$ cat config.mk
export PLATFORM = sky130hd
export DESIGN_NAME = mouse_axis
export DESIGN_NICKNAME = d
export VERILOG_FILES = /design/src/common/axis_pkg.sv /design/src/hdl/mouse_axis.sv
export SDC_FILE = /design/constraint.sdc
export NUM_CORES = 1
export LEC_CHECK = 0
export BUFFER_PORTS_ARGS = -buffer_cell sky130_fd_sc_hd__buf_2
export CORE_MARGIN = 10
export CORE_UTILIZATION = 40
export DETAILED_ROUTE_END_ITERATION = 16
export SETUP_SLACK_MARGIN = 0.3
export SYNTH_ARGS = -nofsm -noshare
export SYNTH_HDL_FRONTEND = slang
export SYNTH_SLANG_ARGS = --single-unit
$ cat constraint.sdc
create_clock -name clk_sys -period 4.1 [get_ports clk_sys]
set_clock_uncertainty 0.15 [all_clocks]
set_input_delay 0.82 -clock clk_sys [delete_from_list [all_inputs] [get_ports clk_sys]]
set_output_delay 0.82 -clock clk_sys [all_outputs]
set_load 0.005 [all_outputs]
$ cat src/common/axis_pkg.sv
package axis_pkg;

	// Mouse packet as delivered by the host, strobe toggles per packet
	typedef struct packed {
		logic       strobe;
		logic [7:0] y_delta;
		logic [7:0] x_delta;
		logic [1:0] rsvd_hi;
		logic       y_sign;
		logic       x_sign;
		logic [1:0] rsvd_lo;
		logic [1:0] buttons;
	} mouse_pkt_t;

	typedef logic [7:0]        axis_t;
	typedef logic signed [8:0] pos_t;

	// Step limit per packet and paddle range
	localparam int MOUSE_STEP_MAX = 10;
	localparam int AXIS_MIN       = -128;
	localparam int AXIS_MAX       = 127;

endpackage

$ cat src/hdl/mouse_axis.sv
`timescale 1ns/10ps

module mouse_axis (
	input  logic                 clk_sys,
	input  logic                 areset,
	input  axis_pkg::mouse_pkt_t ps2_mouse,
	input  axis_pkg::axis_t      joya_x,
	input  axis_pkg::axis_t      joya_y,
	input  logic                 cpu_halt,
	output axis_pkg::axis_t      paddle_x,
	output axis_pkg::axis_t      paddle_y,
	output logic                 mouse_active
);
	import axis_pkg::*;

	mouse_pkt_t pkt_q;
	logic       stb_old;
	logic       stb_change;
	logic       joy_live;
	pos_t       pos_x;
	pos_t       pos_y;

	// 9-bit PS/2 delta limited to the step window
	function automatic pos_t clamp_step(input logic sign, input logic [7:0] delta);
		pos_t d;
		d = {sign, delta};
		if (d > MOUSE_STEP_MAX)
			return pos_t'(MOUSE_STEP_MAX);
		if (d < -MOUSE_STEP_MAX)
			return pos_t'(-MOUSE_STEP_MAX);
		return d;
	endfunction

	function automatic pos_t next_pos(input pos_t pos, input pos_t step);
		logic signed [9:0] sum;
		sum = pos + step;
		if (sum > AXIS_MAX)
			return pos_t'(AXIS_MAX);
		if (sum < AXIS_MIN)
			return pos_t'(AXIS_MIN);
		return pos_t'(sum);
	endfunction

	// Packet is registered once before the strobe compare
	always_ff @(posedge clk_sys) begin
		pkt_q   <= ps2_mouse;
		stb_old <= pkt_q.strobe;
	end

	assign stb_change = pkt_q.strobe != stb_old;
	assign joy_live   = (|joya_x) || (|joya_y) || cpu_halt;

	always_ff @(posedge clk_sys) begin
		if (areset || joy_live) begin
			mouse_active <= 1'b0;
			pos_x        <= '0;
			pos_y        <= '0;
		end else if (stb_change) begin
			mouse_active <= 1'b1;
			pos_x        <= next_pos(pos_x, clamp_step(pkt_q.x_sign, pkt_q.x_delta));
			pos_y        <= next_pos(pos_y, clamp_step(pkt_q.y_sign, pkt_q.y_delta));
		end
	end

	assign paddle_x = mouse_active ? axis_t'(pos_x) : joya_x;
	assign paddle_y = mouse_active ? axis_t'(pos_y) : joya_y;

endmodule

After elaboration in Yosys (flattened, before gate mapping):

Cells that the tools add are included.

* order comparisons: 8
* eq/ne operators: 1
* add/sub/neg operators: 2
* reduce and logical (&&, ||, !) cells: 5
* muxes and demuxes: 50

Operators with widths (number)
* 9-bit two-way mux: 20
* 1-bit two-way mux: 28
* 9-bit by 9-bit adder with 10-bit output: 2
* 10-bit by 8-bit > comparator with 1-bit output, second input constant: 2
* 10-bit by 8-bit < comparator with 1-bit output, second input constant: 2
* 9-bit by 5-bit > comparator with 1-bit output, second input constant: 2
* 9-bit by 5-bit < comparator with 1-bit output, second input constant: 2
* 8-bit two-way mux: 2
* 8-bit OR reduction: 2
* 1-bit logical OR: 3
* 1-bit inequality test: 1

* output and inout bits: 17
* flip-flop bits (word level): 39
* bits of input ports: 44
* word-level logic and storage cells: 75

Depth between registers and ports, before layout:

* depth after elaboration: 22
* mapped depth: 16
* gate-level depth less buffers: 15

Worst setup path before layout:

Ideal clock, no wire load.

* path type: register -> register
* start point: reg pkt_q[18] (netlist bit)
* end point: reg pos_y[5]
* library setup time: 0.122 ns
* required time: 3.828 ns
* buffers on the path: 1
* clock period less this slack: 3.588 ns
* path slack: 0.512 ns
* stages on the path, launching flop included: 16
* arrival time: 3.316 ns
* cells stage by stage: dfxtp_1 -> a21oi_1 -> or3_1 -> ha_1 -> buf_1 -> nor3b_1 -> ha_1 -> inv_1 -> fa_1 -> nand2b_1 -> a211o_1 -> nand4b_1 -> nand3b_1 -> a31oi_1 -> nor2_2 -> a221o_1

* word-level cells in the longest chain between the ends: 17
* elaborated cells between the ends (all ways): 27
* those cells by class: 1 x add/sub; 4 x order compare; 22 x mux

Ends and longest elaborated chain
* from (decl): RTL line mouse_axis.sv:16 `mouse_pkt_t pkt_q;`
* from (signal assigned): RTL line mouse_axis.sv:46 `pkt_q <= ps2_mouse;`
* 9-bit by 5-bit < comparator with 1-bit output: RTL line mouse_axis.sv:29 `if (d < -MOUSE_STEP_MAX)`
* 1-bit two-way mux (2 in a row): RTL line mouse_axis.sv:29
* 1-bit two-way mux: RTL line mouse_axis.sv:58 `end else if (stb_change) begin`
* 1-bit two-way mux: RTL line mouse_axis.sv:54 `if (areset || joy_live) begin`
* 9-bit two-way mux: RTL line mouse_axis.sv:31 `return d;`
* 9-bit two-way mux (*): RTL line mouse_axis.sv:29
* 9-bit two-way mux (*): RTL line mouse_axis.sv:58
* 9-bit two-way mux (*): RTL line mouse_axis.sv:54
* 9-bit by 9-bit adder with 10-bit output (*): RTL line mouse_axis.sv:36 `sum = pos + step;`
* 10-bit by 8-bit < comparator with 1-bit output: RTL line mouse_axis.sv:39 `if (sum < AXIS_MIN)`
* 1-bit two-way mux (2 in a row): RTL line mouse_axis.sv:39
* 1-bit two-way mux: RTL line mouse_axis.sv:58
* 1-bit two-way mux: RTL line mouse_axis.sv:54
* 9-bit two-way mux: RTL line mouse_axis.sv:41 `return pos_t'(sum);`
* 9-bit two-way mux (*): RTL line mouse_axis.sv:39
* to (signal assigned): RTL line mouse_axis.sv:61 `pos_y <= next_pos(pos_y, clamp_step(pkt_q.y_sign, pkt_q.y_delta));`
* to (decl): RTL line mouse_axis.sv:21 `pos_t pos_y;`

Every way passes the cells marked *; elsewhere a longest branch is shown, timed or not. The select of a mux whose other input is x is not followed.
A chain may end at the register's enable or synchronous reset.

Worst setup path after layout:

* start point: reg pkt_q[19] (netlist bit)
* end point: reg pos_y[5]

Same word-level chain as after synthesis.

==> summary.txt <==
Logic synthesis
  – Syn. warnings: 0
  – Count of different cell masters after synthesis: 49
  – Cell Area, Synth: 2450 µm²
  – Number of synthesized flops with an enable pin: 0
  – Synthesized instance count: 284
  – Avg Cell Area, Syn: 8.63 µm²
  – Sequential element share of the synthesized area: 31.9%
  – Yosys top cell by area: dfxtp_1
  – Largest cells by area after synthesis: dfxtp_1 (32%), ha_1 (10%), mux2_2 (7.4%)
  – Post-synth ARST share: 0%
  – Post-synth top area share: 31.9%
  – Register bit total from synthesis: 39
  – Prevailing post-synth register cell: dfxtp_1
  – Post-Syn Nets: 350

CTS
  – Max clock buf depth: 2
  – Worst-Skew Late Latency: 0.29 ns
  – Clock Sink Count: 39
  – H-tree depth: 2
  – CTS Hold Bufs: 0
  – Clk slew on worst S/H paths: 0.07 ns
  – Root Driver: clkbuf_8
  – CTS tree: built
  – Cts bufs inserted: 5

Place
  – Post-Place Cells: 410
  – Gpl congestion: 0.850
  – Detailed Place HPWL: 4760 µm
  – PortBufs: 54

Status
  – Status: complete, no violations

Floorplan
  – Starting Density: 41.4%
  – Top Ports: 61
  – Die Wd: 98.3 µm
  – Die height: 98.3 µm
  – Row count: 28
  – Core area: 5920 µm²
  – Die ar.: 9660 µm²

Setup path
  – Type of element launching the critical path: flip-flop
  – CP Cell Sequence: a21oi_1, or3_1, ha_1, buf_4, or3_4, ha_4, a211oi_2, o21bai_2, o41ai_4, buf_4, o21ai_1, a31oi_4, nor2_4, a221o_1
  – Buffers plus inverters on the worst setup path: 2
  – CP max stage delay: 0.39 ns
  – Delay-heaviest family, CP: compound AO/OA/AOI/OAI gates
  – Worst EP arrival: 3.69 ns
  – Critical path type: reg -> reg
  – Critical path's most frequent cell: buf_4
  – Req. time, crit path: 4.13 ns
  – Worst path depth: 14
  – Max FO, Critical Path: 7
  – Crit-path slowest cell: or3_4
  – Critical path endpoint category: flip-flop
  – Reg2reg path depth: 14

Timing
  – Final setup fails: 0
  – Fmax: 0.273 GHz
  – RSZ-0062 raised after global routing: false
  – Hold Fails Final Rpt: 0
  – Final Cycle Share: 89.3%
  – Worst slew pin tran: 0.706 ns
  – Fin. max-slew vios: 0
  – Slew margin rel.: 52.9%
  – Final TNS setup: 0 ns
  – Min cycle time layout: 3.66 ns

Detailed routing
  – Vias per cell: 5.20
  – DRT iter0 DRCs: 63
  – Antenna viol nets, final: 0
  – DRC violation count after routing: 0
  – Wirelength per Cell: 14.0 µm
  – Pre-antenna DRT Iters: 4
  – Via count: 2196
  – Routed WL: 5920 µm

Pwr
  – Switch share: 26.5%
  – Total power divided by cell area: 260 nW/µm²
  – Switching Power: 207 µW
  – Pint: 575 µW
  – Worst VDD drop: 0.000164 V
  – Logic gate share of total power: 17.3%
  – Clock power share: 31.7%
  – Leak: 1.34 nW
  – Sequential power share: 51.0%

Worst hold path
  – Hold Path Stages: 0
  – Worst min path class: reg -> reg

Layout
  – Area added between synthesis and finish: 22.9%
  – Area of the multi-input gates: 1670 µm²
  – Nets: 412
  – Share of cells above drive strength 1: 31.4%
  – Layout fillers: 592
  – Register area: 788 µm²
  – Layout Cells excl Fill: 422
  – Antenna diodes: 0

Global routing
  – First-pass GRT wire length: 10100 µm
  – GRT Util Overall: 12.2%
  – GRT Residual Overflow: 0
  – Vias in the first global route: 2153
  – Initial antenna violation count: 0
  – Largest net degree at the start of global routing: 19

Job
  – MaxCap Viol Count: 0
cell usage in the layout, fill, tap and decap left out, types with 3 or more instances in the layout:
master    count
a21o_1        7
a211oi_1      5
o211ai_1      3
a221o_1       4
dfxtp_2       6
ha_1         16
o21ai_1       7
a211o_1       3
ha_2          3
nor4_1        8
clkbuf_8      5
nand2b_1      6
a21oi_1      18
nor2_1       47
buf_2        54
o21ai_0      12
mux2_2       16
nand2_1      14
nand3_1       3
inv_1        14
o21a_1        3
dfxtp_1      33
buf_4         7
xnor2_1       8
kinds of logic after synthesis:
kind of cell	count (synthesis)	share of synthesized area, %
buffers and inverters	20	3.11
flip-flops	39	31.9
multiplexers	17	7.76
adder cells (fa/ha/maj)	22	11.8
XOR/XNOR	10	3.57
AND/OR/NAND/NOR	101	21.0
AO/OA/AOI/OAI	75	20.8
power by group through the flow:
stage / sequential (mW) / clock, mW / combinational [mW]
6_report: 0.399 / 0.248 / 0.135
5_1_grt: 0.400 / 0.275 / 0.153
4_1_cts: 0.398 / 0.257 / 0.129
3_5_place_dp: 0.406 / 0 / 0.127
3_3_place_gp: 0.406 / 0 / 0.126
2_1_floorplan: 0.404 / 0 / 0.0829
Yosys cell counts, types with 2 or more instances:
cell type  count
or3_1          3
o21ai_0       12
a221o_1        4
xor2_1         2
xnor2_1        8
nand2b_1       7
a211o_1        3
o211ai_1       3
o21ai_1        7
nor2b_1        2
fa_1           2
dfxtp_1       39
o22ai_1        2
inv_1         14
nor2_1        47
buf_1          3
a211oi_1       5
clkbuf_1       2
mux2_2        16
o21a_1         3
a21oi_1       19
nor4_1         8
nand2_1       14
nor2_2         2
a21o_1         7
nor3b_1        4
nand3_1        3
or4_1          2
nand4_1        2
ha_1          20
worst paths after layout:
path | startpoint | end | slack (ns)
worst max-delay path | pkt_q[19] | pos_y[5] | 0.44
worst min-delay path | pkt_q[24] | stb_old | 0.24
worst max register to register | pkt_q[19] | pos_y[5] | 0.44
worst min register to register | pkt_q[24] | stb_old | 0.24
timing repair:
item                       CTS  global route
pin swaps                    0             7
gates resized for setup      1            19
setup endpoints to repair    4            14
setup buffers                0             4
flip-flops by register name, indices dropped and copies added (netlist names):
name,cells
mouse_active,1
stb_old,1
pkt_q,19
pos_x,9
pos_y,9
area by class of cell:
| class | instances | area share, % |
|---|---|---|
| clock inverter | 1 | 0.166 |
| timing repair buffer | 61 | 10.7 |
| sequential | 39 | 26.2 |
| inverter | 14 | 1.74 |
| clock buffer | 7 | 2.53 |
| tap | 75 | 3.12 |
| multi-input combinational | 225 | 55.5 |
layer usage:
layer	GRT usage, %	routed length (µm)	part of all wire [%]
met5	0	0	0
met4	3.64	70	1.2
met3	4.16	353	6.0
met2	17.7	2460	42
met1	16.7	3040	51
through the flow:
| step | worst slack, ns | util, % | instance area, µm² | hold slack, ns | total power [mW] |
|---|---|---|---|---|---|
| 3_5_place_dp | 0.272 | 47.5 | 2810 | 0.236 | 0.534 |
| 4_1_cts | 0.305 | 49.0 | 2900 | 0.246 | 0.783 |
| 6_report | 0.440 | 50.9 | 3010 | 0.241 | 0.782 |
| 5_1_grt | 0.277 | 50.9 | 3010 | 0.251 | 0.828 |
| 3_3_place_gp | 0.288 | 47.5 | 2810 | 0.229 | 0.532 |
| 2_1_floorplan | 0.512 | - | 2450 | 0.225 | 0.487 |
(Power assumes the default switching activity.)
