$ cat config.mk
export PLATFORM = sky130hd
export DESIGN_NAME = disk_request_seq
export DESIGN_NICKNAME = d
export VERILOG_FILES = /design/src/common/disk_pkg.sv /design/src/disk/disk_request_seq.sv
export SDC_FILE = /design/constraint.sdc
export NUM_CORES = 1
export LEC_CHECK = 0
export BUFFER_PORTS_ARGS = -buffer_cell sky130_fd_sc_hd__buf_4
export CORE_AREA = 2 2 39 41
export CTS_CLUSTER_SIZE = 20
export DETAILED_ROUTE_END_ITERATION = 7
export DIE_AREA = 0 0 41 43
export PLACE_DENSITY = 0.56
export SLEW_MARGIN = 20
export SYNTH_ARGS = -nofsm -noshare
export SYNTH_HDL_FRONTEND = slang
export SYNTH_SLANG_ARGS = --single-unit
export TNS_END_PERCENT = 20
$ cat constraint.sdc
create_clock -name clk_sys -period 1.6 [get_ports clk_sys]
set_clock_uncertainty 0.1 [all_clocks]
set_input_delay 0.32 -clock clk_sys [delete_from_list [all_inputs] [get_ports clk_sys]]
set_output_delay 0.32 -clock clk_sys [all_outputs]
set_load 0.01 [all_outputs]
$ cat src/common/disk_pkg.sv
package disk_pkg;

	// ==============================
	// Sector buffer and drive slots
	// ==============================
	localparam int SECTOR_BYTES = 512;
	localparam int NUM_SLOTS    = 3;

	typedef logic [$clog2(SECTOR_BYTES)-1:0] sector_addr_t;
	typedef logic [31:0]                     lba_t;
	typedef logic [31:0]                     img_size_t;
	typedef logic [NUM_SLOTS-1:0]            slot_mask_t;
	typedef logic [31:0]                     ctrl_word_t;
	typedef logic [2:0]                      drive_num_t;

	// Controller opcodes
	typedef enum logic [2:0] {
		cmd_set_lba,
		cmd_write_byte,
		cmd_read_byte,
		cmd_rewind,
		cmd_block_read,
		cmd_block_write,
		cmd_read_status,
		cmd_read_size
	} disk_cmd_e;

	typedef enum logic [1:0] {
		seq_idle,
		seq_wait_ack,
		seq_wait_release
	} seq_state_e;

	// Status word layout
	localparam int STAT_IO_DONE  = 0;
	localparam int STAT_MOUNT    = 1;
	localparam int STAT_FILE_LO  = 2;
	localparam int STAT_FILE_HI  = 4;
	localparam int STAT_TYPE_LO  = 5;
	localparam int STAT_TYPE_HI  = 6;
	localparam int STAT_READONLY = 7;

endpackage

$ cat src/disk/disk_request_seq.sv
`timescale 1ns/10ps

module disk_request_seq (
	input  logic                 clk_sys,
	input  logic                 areset,
	input  logic                 seq_start_rd,
	input  logic                 seq_start_wr,
	input  logic [1:0]           seq_slot,
	input  logic                 sd_ack,
	output disk_pkg::slot_mask_t sd_rd,
	output disk_pkg::slot_mask_t sd_wr,
	output logic                 seq_busy,
	output logic                 seq_done
);
	import disk_pkg::*;

	seq_state_e state;
	slot_mask_t slot_bit;

	assign slot_bit = slot_mask_t'(1 << seq_slot);
	assign seq_busy = state != seq_idle;

	// ==============================
	// Request FSM
	// ==============================
	always_ff @(posedge clk_sys) begin
		if (areset) begin
			state    <= seq_idle;
			sd_rd    <= '0;
			sd_wr    <= '0;
			seq_done <= 1'b0;
		end else begin
			seq_done <= 1'b0;
			case (state)
				seq_idle: begin
					if (seq_start_rd) begin
						sd_rd <= slot_bit;
						state <= seq_wait_ack;
					end else if (seq_start_wr) begin
						sd_wr <= slot_bit;
						state <= seq_wait_ack;
					end
				end
				// Host owns the block until ack drops again
				seq_wait_ack: begin
					if (sd_ack) begin
						sd_rd <= '0;
						sd_wr <= '0;
						state <= seq_wait_release;
					end
				end
				seq_wait_release: begin
					if (!sd_ack) begin
						seq_done <= 1'b1;
						state    <= seq_idle;
					end
				end
				default: state <= seq_idle;
			endcase
		end
	end

	a_rd_wr_exclusive: assert property (@(posedge clk_sys) disable iff (areset)
		!((|sd_rd) && (|sd_wr)));

	a_single_slot: assert property (@(posedge clk_sys) disable iff (areset)
		$onehot0(sd_rd) && $onehot0(sd_wr));

endmodule

# Word level (Yosys, flattened, before mapping)
# Index checks and enable logic that the tools add are counted.
totals:
  elab_cells: 33
  regBits: 9
  out_inout_bits: 8
classes:
  n_mux: 12
  eq_ne: 8
  n_bitwise: 1
  shift: 1
  reduce_logical: 7
ops:
  columns: ["operator", "n"]
  rows:
  - ["2-to-1 mux 3 bit", 4]
  - ["one-hot mux 3 bit (2 select lines)", 2]
  - ["!= test 2 bit, second input constant", 5]
  - ["2-to-1 mux 2 bit", 4]
  - ["one-hot mux 2 bit (3 select lines)", 1]
  - ["AND reduction 3 bit", 2]
  - ["AND reduction 4 bit", 1]
  - ["nonzero test 2 bit", 2]
  - ["!= test 3 bit, second input constant", 1]
  - ["<< shifter 1 x 2 -> 3 bit, first input constant", 1]
  - ["equality test 2 x 1 -> 1 bit, second input constant", 1]
  - ["equality test 2 bit, second input constant", 1]
  - ["logical NOT 2 bit", 1]
  - ["OR reduction 2 bit", 1]
  - ["2-to-1 mux 1 bit", 1]
  - ["NOT 1 bit", 1]

# Depth between registers and ports, before layout
# Gate-level depths: netlist of the first run.
depth:
  ltp_word: 4
  mapped_depth: 4
  depth_no_buf: 3

# Worst setup path after synthesis of the first run
# OpenSTA, ideal clock, no wires.
synth_timing:
  kind: "reg-to-reg"
  start: "reg state[0]"
  end: "reg sd_wr[2]"
  stages_incl_launch_ff: 5
  arrival_ns: 1.301
  slack_ns: 0.078
  n_path_buf: 1
  path_cell_list: "dfxtp_1 -> buf_6 -> or3b_4 -> a21oi_4 -> mux2_4"
synth_via:
  elab_chain_len: 3
  elab_cells_between_ends: 8
synth_lines:
  columns: ["element", "line", "rtl"]
  rows:
  - ["start, declared", "disk_request_seq.sv:17", "seq_state_e state;"]
  - ["start signal, assigned", "disk_request_seq.sv:28", "state <= seq_idle;"]
  - ["start signal, assigned", "disk_request_seq.sv:38", "state <= seq_wait_ack;"]
  - ["start signal, assigned", "disk_request_seq.sv:41", "state <= seq_wait_ack;"]
  - ["equality test 2 x 1 -> 1 bit or logical NOT 2 bit (tied branches)", "disk_request_seq.sv:34", "case (state)"]
  - ["!= test 2 bit (no line) or nonzero test 2 bit (tied branches)", null, null]
  - ["AND reduction 4 bit (no line)", null, null]
  - ["end signal, assigned", "disk_request_seq.sv:40", "sd_wr <= slot_bit;"]
  - ["end, declared", "disk_request_seq.sv:11", "output disk_pkg::slot_mask_t sd_wr,"]
# Several ways; a longest one is shown, not always the timed one.
# A chain may end at the register's enable or synchronous reset.

# Final worst setup path of the first run
layout_timing:
  start: "reg state[1]"
  end: "out seq_busy"
layout_via:
  elab_chain_len: 1
layout_lines:
  columns: ["element", "line", "rtl"]
  rows:
  - ["nonzero test 2 bit", "disk_request_seq.sv:21", "assign seq_busy = state != seq_idle;"]
  - ["end, declared", "disk_request_seq.sv:12", "output logic seq_busy,"]
# Every way passes these cells.

==> run summary, run 1 <==
slowest cell on the critical path: dfxtp_1
final hold vios: 0
cells along the critical path: buf_4 > or2_2 > buf_4
area taken by flip-flops and latches: 180 um2
Cell variety after synth: 20
YS warnings: 0
Post-synth ARST share: 0%
Primary FF master, synth: dfxtp_1
Final Cell Area: 578 um2
Die X: 41 um
number of synthesized register bits: 9
post_cts resized: 0
die height: 43 um
largest net degree at the start of global routing: 13
Worst path most repeated cell: buf_4
syn_area_per_cell: 11.0 um2
setup TNS: 0 ns
fmax: 0.644 GHz
worst hold path stage count: 2
Clock Tree Buf Depth: 2
core area: 1380 um2
Area growth, synth to finish: 37.9%
minimum clock period: 1.55 ns
GR Util All Layers: 10.6%
leakage power: 0.246 nW
first-pass GRT wire length: 1210 um
ant diodes: 0
Multi-input gate area: 224 um2
Post-DRT Antenna Nets: 0
Pins Over Slew Limit: 0
Overflow after GRT: 0
CTS tree: yes
Power Internal: 0.392 mW
hold endpoint: seq_done
Worst slew margin: 74.5%
CP arrival: 1.13 ns
Crit Path Category: reg -> out
fillcell total: 149
reg2reg start: state[0]
Sink Count: 9
Hold WS: 0.140 ns
CP required: 1.18 ns
via count: 326
Tcrit/Tclk final: 97.1%
Vias/cell: 4.47
outcome: finished, final reports clean
Worst R2R Setup Slack: 0.11 ns
final WL: 746 um
CP endpoint kind: primary output
Starting Density: 30.3%
clk root buf: clkbuf_4
Synth Net Count: 45
Worst Path Buf+Inv: 2
clock-pin slew on the worst setup and hold paths: 0.07 ns
post-DR wirelength/cell: 10.2 um
switch share: 25.7%
Yosys top cell area share: 43.0%
TritonRoute pass-1 iters: 3
Critical Path Max Stage Delay: 0.31 ns
crit path launch type: flop
Cells after DPL: 69
Worst Min Path Start: sd_ack
RePlAce Congestion: 0.598
Die ar.: 1760 um2
Placed Area: 552 um2
Iter 0 DRT Violations: 4
Post-CTS Hold Buffers: 0
Logic pwr share: 19.2%
Cells after Synth: 38
initial antenna violation count: 0
Clock Power Share: 34.5%
EDFF count, synth: 0
vias in the first global route: 306
Top Ports: 15
synth top area cells: dfxtp_1, mux2i_1, nand2b_1
Hold Path Class: in -> reg
CTS Buf Count: 3
Peak VDD IR: 0.000380 V
CP top delay family: flip-flops
# setup viols final: 0
clk_lat worst skew: 0.26 ns
dominant cell type by area after synthesis: dfxtp_1
Seq/Total Area, Yosys: 43.0%
RSZ-0062 raised after global routing: no
reg2reg end: sd_wr[2]
sequential share of power: 46.3%
Finished Layout Cells: 73
H-tree Lvls: 1
DRC: 0
crit path max fanout: 6
Sw Pwr: 0.136 mW
share of layout cells above drive strength 1: 43.9%
power per cell area: 914 nW/um2
Setup Fix Bufs, Post-CTS: 0
# port buffers: 14
R2R cell count: 3
count leader, synth: dfxtp_1
DP HPWL: 563 um
nets: 65
Synth top cells by count: dfxtp_1, nand2b_1, mux2i_1, nor2b_1, nor4b_1
# Max-Cap Violations: 0
Synth Cell Area: 419 um2
worst slew pin tran: 0.377 ns
# rows: 14
==> worst register-to-register path, cell delays in order, from the launching register on <==
cell	delay, ns
dfxtp_1	0.38
or3b_4	0.43
a21oi_4	0.16
mux2_4	0.30
==> power groups by stage <==
stage | Sequential (mW) | Combinational, mW | Clock (mW)
after floorplan | 0.250 | 0.0601 | 0
after global placement | 0.250 | 0.103 | 0
after detailed placement | 0.250 | 0.102 | 0
after CTS | 0.245 | 0.103 | 0.185
after global routing | 0.246 | 0.111 | 0.192
final | 0.244 | 0.101 | 0.182
==> metrics by stage <==
| stage | utilization, % | power [mW] | setup WS, ns |
|---|---|---|---|
| 2_1_floorplan | - | 0.310 | 0.0779 |
| 3_3_place_gp | 39.9 | 0.352 | 0.103 |
| 4_1_cts | 41.8 | 0.532 | 0.0348 |
| 3_5_place_dp | 39.9 | 0.352 | 0.0904 |
| 6_report | 41.8 | 0.528 | 0.0470 |
| 5_1_grt | 41.8 | 0.549 | 0.0171 |
==> how the worst max path moves through the flow <==
stage	start	endpoint	slack, ns	cells past startpoint
finish	state[1]	seq_busy	0.05	3
global route	state[1]	seq_busy	0.02	3
CTS	state[1]	seq_busy	0.03	3
detailed placement	seq_start_rd	sd_wr[2]	0.09	4
global placement	seq_start_rd	sd_wr[2]	0.10	4
floorplan	state[0]	sd_wr[2]	0.08	4
==> cell families after synthesis <==
family / after synthesis / synth area share [%]
compound gates: 3 / 7.16
buf+inv: 2 / 3.58
simple gates: 17 / 28.4
xor+xnor: 1 / 2.09
mux: 6 / 15.8
flops: 9 / 43.0
==> state kept, by name, summed over array words and instances, names as in the netlist <==
signal,count
state,2
sd_rd,3
sd_wr,3
seq_done,1
==> layer usage <==
layer,vias up,global-route usage [%],routed length (um)
met5,-,0,0
met4,0,10.0,0
met3,0,3.14,52
met2,9,12.2,290
met1,145,14.6,404
li1,172,-,-
==> area by class of cell <==
| class | count | share of cell area (%) |
|---|---|---|
| multi-input cells | 27 | 38.7 |
| flip-flops and latches | 9 | 31.2 |
| repair buffers | 17 | 22.1 |
| clock buffers | 4 | 4.55 |
| well taps | 16 | 3.46 |
==> cell usage in the layout, fill, tap and decap left out, drive strengths merged <==
master,instances
mux2,2
a21oi,2
nor4b,2
clkbuf,4
nor3b,1
or4b,1
nor3,1
or4,1
nand2,1
mux2i,4
xnor2,1
dfxtp,9
a2111oi,1
nor2b,3
buf,17
nand2b,5
or2,1
or3b,1
Power figures use the tool's default switching activity.
==> run 2: changes to the inputs <==
--- a/config.mk
+++ b/config.mk
@@ -10,7 +10,9 @@
 export CTS_CLUSTER_SIZE = 20
 export DETAILED_ROUTE_END_ITERATION = 7
 export DIE_AREA = 0 0 41 43
+export GPL_ROUTABILITY_DRIVEN = 0
 export PLACE_DENSITY = 0.56
+export SETUP_SLACK_MARGIN = 0.05
 export SLEW_MARGIN = 20
 export SYNTH_ARGS = -nofsm -noshare
 export SYNTH_HDL_FRONTEND = slang
==> run 2 against run 1 <==
Net effect: non-clock buffer count unchanged; largest cell class unchanged; cell area is 1.7% higher; routed wire length is 4.4% higher; first-iteration DRC count is 75% lower; via count shrank 0.31%; largest power group unchanged; power is 1.1% higher; global-route usage decreased by 0.10 points; setup slack gained 0.026 ns; combinational power is 4% higher; clock power about the same.
==> run summary, run 2 (same netlist as run 1, synthesis figures left out) <==
TritonRoute pass-1 iters: 2 (-1)
Iter 0 DRT Violations: 1 (-3)
H-tree Lvls: 1 (unchanged)
minimum clock period: 1.53 ns (-0.0256 ns)
Overflow after GRT: 0 (unchanged)
CP required: 1.18 ns (about the same)
final hold vios: 0 (unchanged)
Area growth, synth to finish: 40.3%
die height: 43 um (unchanged)
Die X: 41 um (unchanged)
worst setup margin: 0.0726 ns (+0.0256 ns)
leakage power: 0.248 nW (+1.0%)
core area: 1380 um2 (unchanged)
# port buffers: 14 (unchanged)
Post-CTS Hold Buffers: 0 (unchanged)
Sink Count: 9 (unchanged)
share of layout cells above drive strength 1: 47.4% (+3.5 points)
biggest regs: sd_rd (3), sd_wr (3), state (2)
RSZ-0062 raised after global routing: no
ant diodes: 0 (unchanged)
outcome: finished, final reports clean
# rows: 14 (unchanged)
clk_lat worst skew: 0.26 ns (about the same)
final WL: 779 um (+4.4%)
total power draw: 0.534 mW (+1.1%)
first-pass GRT wire length: 1190 um (-1.2%)
clock-pin slew on the worst setup and hold paths: 0.07 ns (about the same)
cells along the critical path: buf_6 > or2_2 > buf_6
Tcrit/Tclk final: 95.5% (-1.6 points)
CP arrival: 1.11 ns (-0.02 ns)
# Max-Cap Violations: 0 (unchanged)
Post-DRT Antenna Nets: 0 (unchanged)
setup TNS: 0 ns (unchanged)
Finished Layout Cells: 73 (unchanged)
worst slew pin tran: 0.377 ns (-0.000254 ns)
clk root buf: clkbuf_4
crit path launch type: flop
Worst path most repeated cell: buf_6
via count: 325 (-0.31%)
Clock Tree Buf Depth: 2 (unchanged)
Pins Over Slew Limit: 0 (unchanged)
initial antenna violation count: 0 (unchanged)
nets: 65 (unchanged)
most common cell after layout, fill and taps aside: buf_4
Place WS: 0.0904 ns (unchanged)
DP HPWL: 563 um (unchanged)
most frequent cells in the layout: buf_4, dfxtp_1, nand2b_1, mux2i_1
slowest cell on the critical path: dfxtp_2
power per cell area: 908 nW/um2 (-0.58%)
Top Ports: 15 (unchanged)
Die ar.: 1760 um2 (unchanged)
Peak VDD IR: 0.000381 V (+0.14%)
Critical Path Max Stage Delay: 0.32 ns (about the same)
fmax: 0.655 GHz (+1.7%)
crit path max fanout: 6 (unchanged)
GR Util All Layers: 10.5% (-0.10 points)
DRC: 0 (unchanged)
CP endpoint kind: primary output
Cells after DPL: 69 (unchanged)
CTS Buf Count: 3 (unchanged)
Starting Density: 30.3% (unchanged)
vias in the first global route: 303 (-0.98%)
Worst slew margin: 74.5% (about the same)
post-DR wirelength/cell: 10.7 um (+4.4%)
# setup viols final: 0 (unchanged)
Vias/cell: 4.45 (-0.31%)
Hold Path Class: in -> reg
Crit Path Category: reg -> out
Setup Fix Bufs, Post-CTS: 0 (unchanged)
CTS tree: yes
Layout Utilization: 42.5% (+0.72 points)
fillcell total: 149 (unchanged)
largest net degree at the start of global routing: 13 (unchanged)
==> run 2: timing repair <==
item,in CTS,in global routing
gates cloned,0,0
endpoints found under the hold margin,0,0
gates resized for setup,1,3
endpoints found under the setup margin,1,1
==> run 2: path summary, 6_finish.rpt <==
path         startpoint        to  slack, ns  depth (start not counted)
max reg2reg    state[0]  sd_wr[2]       0.15                          3
min reg2reg    sd_wr[0]  sd_wr[0]       0.38                          2
min              sd_ack  seq_done       0.14                          2
max            state[1]  seq_busy       0.07                          3
==> run 2: critical path, delay by kind of cell, from the launching register on <==
| family | cells | cell delay (ns) |
|---|---|---|
| flip-flops | 1 | 0.32 |
| buffers and inverters | 2 | 0.24 |
| AND/OR/NAND/NOR | 1 | 0.28 |
==> run 2: power by group <==
group / internal [mW] / leakage [nW] / switching [mW]
Clock: 0.0964 / 0.0150 / 0.0869
Combinational: 0.0639 / 0.159 / 0.0414
Sequential: 0.236 / 0.0739 / 0.00961
Total: 0.396 / 0.248 / 0.138
==> run 2: metrics by stage <==
| step | area (um2) | hold WS (ns) |
|---|---|---|
| final | 588 | 0.143 |
| after global routing | 588 | 0.143 |
| after CTS | 582 | 0.133 |
| after detailed placement | 552 | 0.366 |
| after global placement | 552 | 0.364 |
| after floorplan | 419 | 0.299 |
==> run 2: routing by layer <==
layer / wire length (um) / GRT usage [%] / vias to the layer above
met2: 320 / 12.2 / 9
met3: 52 / 3.14 / 0
met1: 406 / 14.2 / 145
li1: - / - / 171
met4: 0 / 10.0 / 0
met5: 0 / 0 / -
==> run 2: area by class of cell <==
cell class	count	area, um2	share of cell area (%)
clock buffers	4	26.3	4.47
multi-input cells	27	224	38.1
flip-flops and latches	9	183	31.1
well taps	16	20.0	3.40
repair buffers	17	135	23.0
==> run 3: changes to the inputs <==
--- a/config.mk
+++ b/config.mk
@@ -5,13 +5,13 @@
 export SDC_FILE = /design/constraint.sdc
 export NUM_CORES = 1
 export LEC_CHECK = 0
-export BUFFER_PORTS_ARGS = -buffer_cell sky130_fd_sc_hd__buf_4
 export CORE_AREA = 2 2 39 41
 export CTS_CLUSTER_SIZE = 20
 export DETAILED_ROUTE_END_ITERATION = 7
 export DIE_AREA = 0 0 41 43
+export DONT_BUFFER_PORTS = 1
 export GPL_ROUTABILITY_DRIVEN = 0
-export PLACE_DENSITY = 0.56
+export PLACE_DENSITY = 0.44
 export SETUP_SLACK_MARGIN = 0.05
 export SLEW_MARGIN = 20
 export SYNTH_ARGS = -nofsm -noshare
==> constraint.sdc (replaced) <==
create_clock -name clk_sys -period 1.9 [get_ports clk_sys]
set_clock_uncertainty 0.1 [all_clocks]
set_input_delay 0.38 -clock clk_sys [delete_from_list [all_inputs] [get_ports clk_sys]]
set_output_delay 0.38 -clock clk_sys [all_outputs]
set_load 0.01 [all_outputs]
==> run 3 against run 2 <==
Net effect: via count decreased by 10%; power decreased by 23%; critical path depth did not move; setup slack better by 0.31 ns; sequential share of layout area grew 8.8 points; combinational power fell by 57%; global-route usage increased by 1.1 points; utilization fell by 9.9 points; hold slack worse by 0.045 ns; largest power group unchanged.
==> run summary, run 3 (same netlist as run 1, synthesis figures left out) <==
Logic pwr share: 11.0% (-8.7 points)
ant diodes: 0 (unchanged)
final WL: 806 um (+3.5%)
Die X: 41 um (unchanged)
crit path max fanout: 9 (+3)
Power Internal: 0.302 mW (-24%)
biggest regs: sd_rd (3), sd_wr (3), state (2)
power per cell area: 915 nW/um2 (+0.75%)
GR Util All Layers: 11.6% (+1.1 points)
Pins Over Slew Limit: 0 (unchanged)
most frequent cells in the layout: dfxtp_1, nand2b_1, mux2i_1, nor2b_1, clkbuf_4
sequential share of power: 51.2% (+5.2 points)
via count: 291 (-10%)
clock-pin slew on the worst setup and hold paths: 0.08 ns (about the same)
Worst Path Buf+Inv: 0 (-2)
setup TNS: 0 ns (unchanged)
fmax: 0.661 GHz
Overflow after GRT: 0 (unchanged)
# port buffers: 0 (-14)
Clock Power Share: 37.8% (+3.5 points)
Setup Fix Bufs, Post-CTS: 0 (unchanged)
RSZ-0062 raised after global routing: no
Layout Utilization: 32.6% (-9.9 points)
switch share: 26.9% (+1.1 points)
CP endpoint kind: flop
Critical Path Max Stage Delay: 0.44 ns (+0.12 ns)
Worst slew margin: 73.1% (-1.4 points)
core area: 1380 um2 (unchanged)
CTS Buf Count: 3 (unchanged)
vias in the first global route: 271 (-11%)
Peak VDD IR: 0.000328 V (-14%)
Crit Path Category: reg -> reg
Area growth, synth to finish: 7.76%
slowest cell on the critical path: or3b_4
DP HPWL: 621 um (+10%)
outcome: finished, final reports clean
largest net degree at the start of global routing: 13 (unchanged)
Sink Count: 9 (unchanged)
post-DR wirelength/cell: 14.4 um (+35%)
clk_lat worst skew: 0.26 ns (about the same)
CP arrival: 1.59 ns (+0.48 ns)
first-pass GRT wire length: 1220 um (+2.3%)
clk root buf: clkbuf_4
die height: 43 um (unchanged)
Starting Density: 30.3% (unchanged)
Hold Path Class: in -> reg
most common cell after layout, fill and taps aside: dfxtp_1
# setup viols final: 0 (unchanged)
Top Ports: 15 (unchanged)
CP required: 1.97 ns (+0.79 ns)
share of layout cells above drive strength 1: 22.5% (-25 points)
Iter 0 DRT Violations: 6 (+5)
H-tree Lvls: 1 (unchanged)
DRC: 0 (unchanged)
minimum clock period: 1.51 ns
crit path launch type: flop
cells along the critical path: or3b_4 > a21oi_4 > mux2_4
Post-DRT Antenna Nets: 0 (unchanged)
TritonRoute pass-1 iters: 4 (+2)
final hold vios: 0 (unchanged)
# Max-Cap Violations: 0 (unchanged)
Die ar.: 1760 um2 (unchanged)
Tcrit/Tclk final: 79.7%
CTS tree: yes
Sw Pwr: 0.111 mW (-19%)
worst slew pin tran: 0.397 ns (+0.0208 ns)
# rows: 14 (unchanged)
nets: 48 (-26%)
Post-CTS Hold Buffers: 0 (unchanged)
Worst R2R Setup Slack: 0.39 ns (+0.24 ns)
leakage power: 0.161 nW (-35%)
Vias/cell: 5.20 (+17%)
post_cts resized: 0 (-1)
initial antenna violation count: 0 (unchanged)
CP top delay family: simple AND/OR/NAND/NOR gates
Clock Tree Buf Depth: 2 (unchanged)
-- run 3: per-layer routing --
layer | part of all wire [%] | track usage (%)
met3 | 6.2 | 7.33
met2 | 46 | 14.7
met4 | 4.6 | 12.0
met1 | 43 | 11.6
met5 | 0 | 0
-- run 3: final cells by class --
cell class | count | area [um2]
clock buffer | 3 | 22.5
clock inverter | 1 | 5.00
fill | 153 | 932
multi-input combinational | 27 | 224
sequential | 9 | 180
tap | 16 | 20.0
-- run 3: through the flow --
stage	instances	worst slack, ns	area (um2)	total power [mW]	hold slack [ns]
after floorplan	38	0.378	419	0.261	0.359
after global placement	52	0.389	424	0.260	0.359
after detailed placement	52	0.359	424	0.262	0.367
after CTS	56	0.376	452	0.415	0.0935
after global routing	56	0.340	452	0.434	0.0765
final	56	0.386	452	0.413	0.0983
-- run 3: path summary, 6_finish.rpt --
kind              startpoint        to  depth (start not counted)
hold / removal        areset  state[1]                          1
setup reg to reg    state[0]  sd_wr[2]                          3
hold reg to reg     sd_wr[0]  sd_wr[0]                          2
setup / recovery    state[0]  sd_wr[2]                          3
-- run 3: power groups by stage --
stage,Sequential (mW),Combinational (mW),Clock [mW]
2_1_floorplan,0.211,0.0506,0
3_3_place_gp,0.215,0.0453,0
3_5_place_dp,0.216,0.0460,0
4_1_cts,0.212,0.0462,0.157
5_1_grt,0.213,0.0488,0.171
6_report,0.212,0.0454,0.156
-- run 3: worst reg2reg max path, delay by kind of cell, from the launching register on --
family           cells  cell delay [ns]
flip-flops           1             0.38
AO/OA/AOI/OAI        1             0.21
AND/OR/NAND/NOR      1             0.44
multiplexers         1             0.31
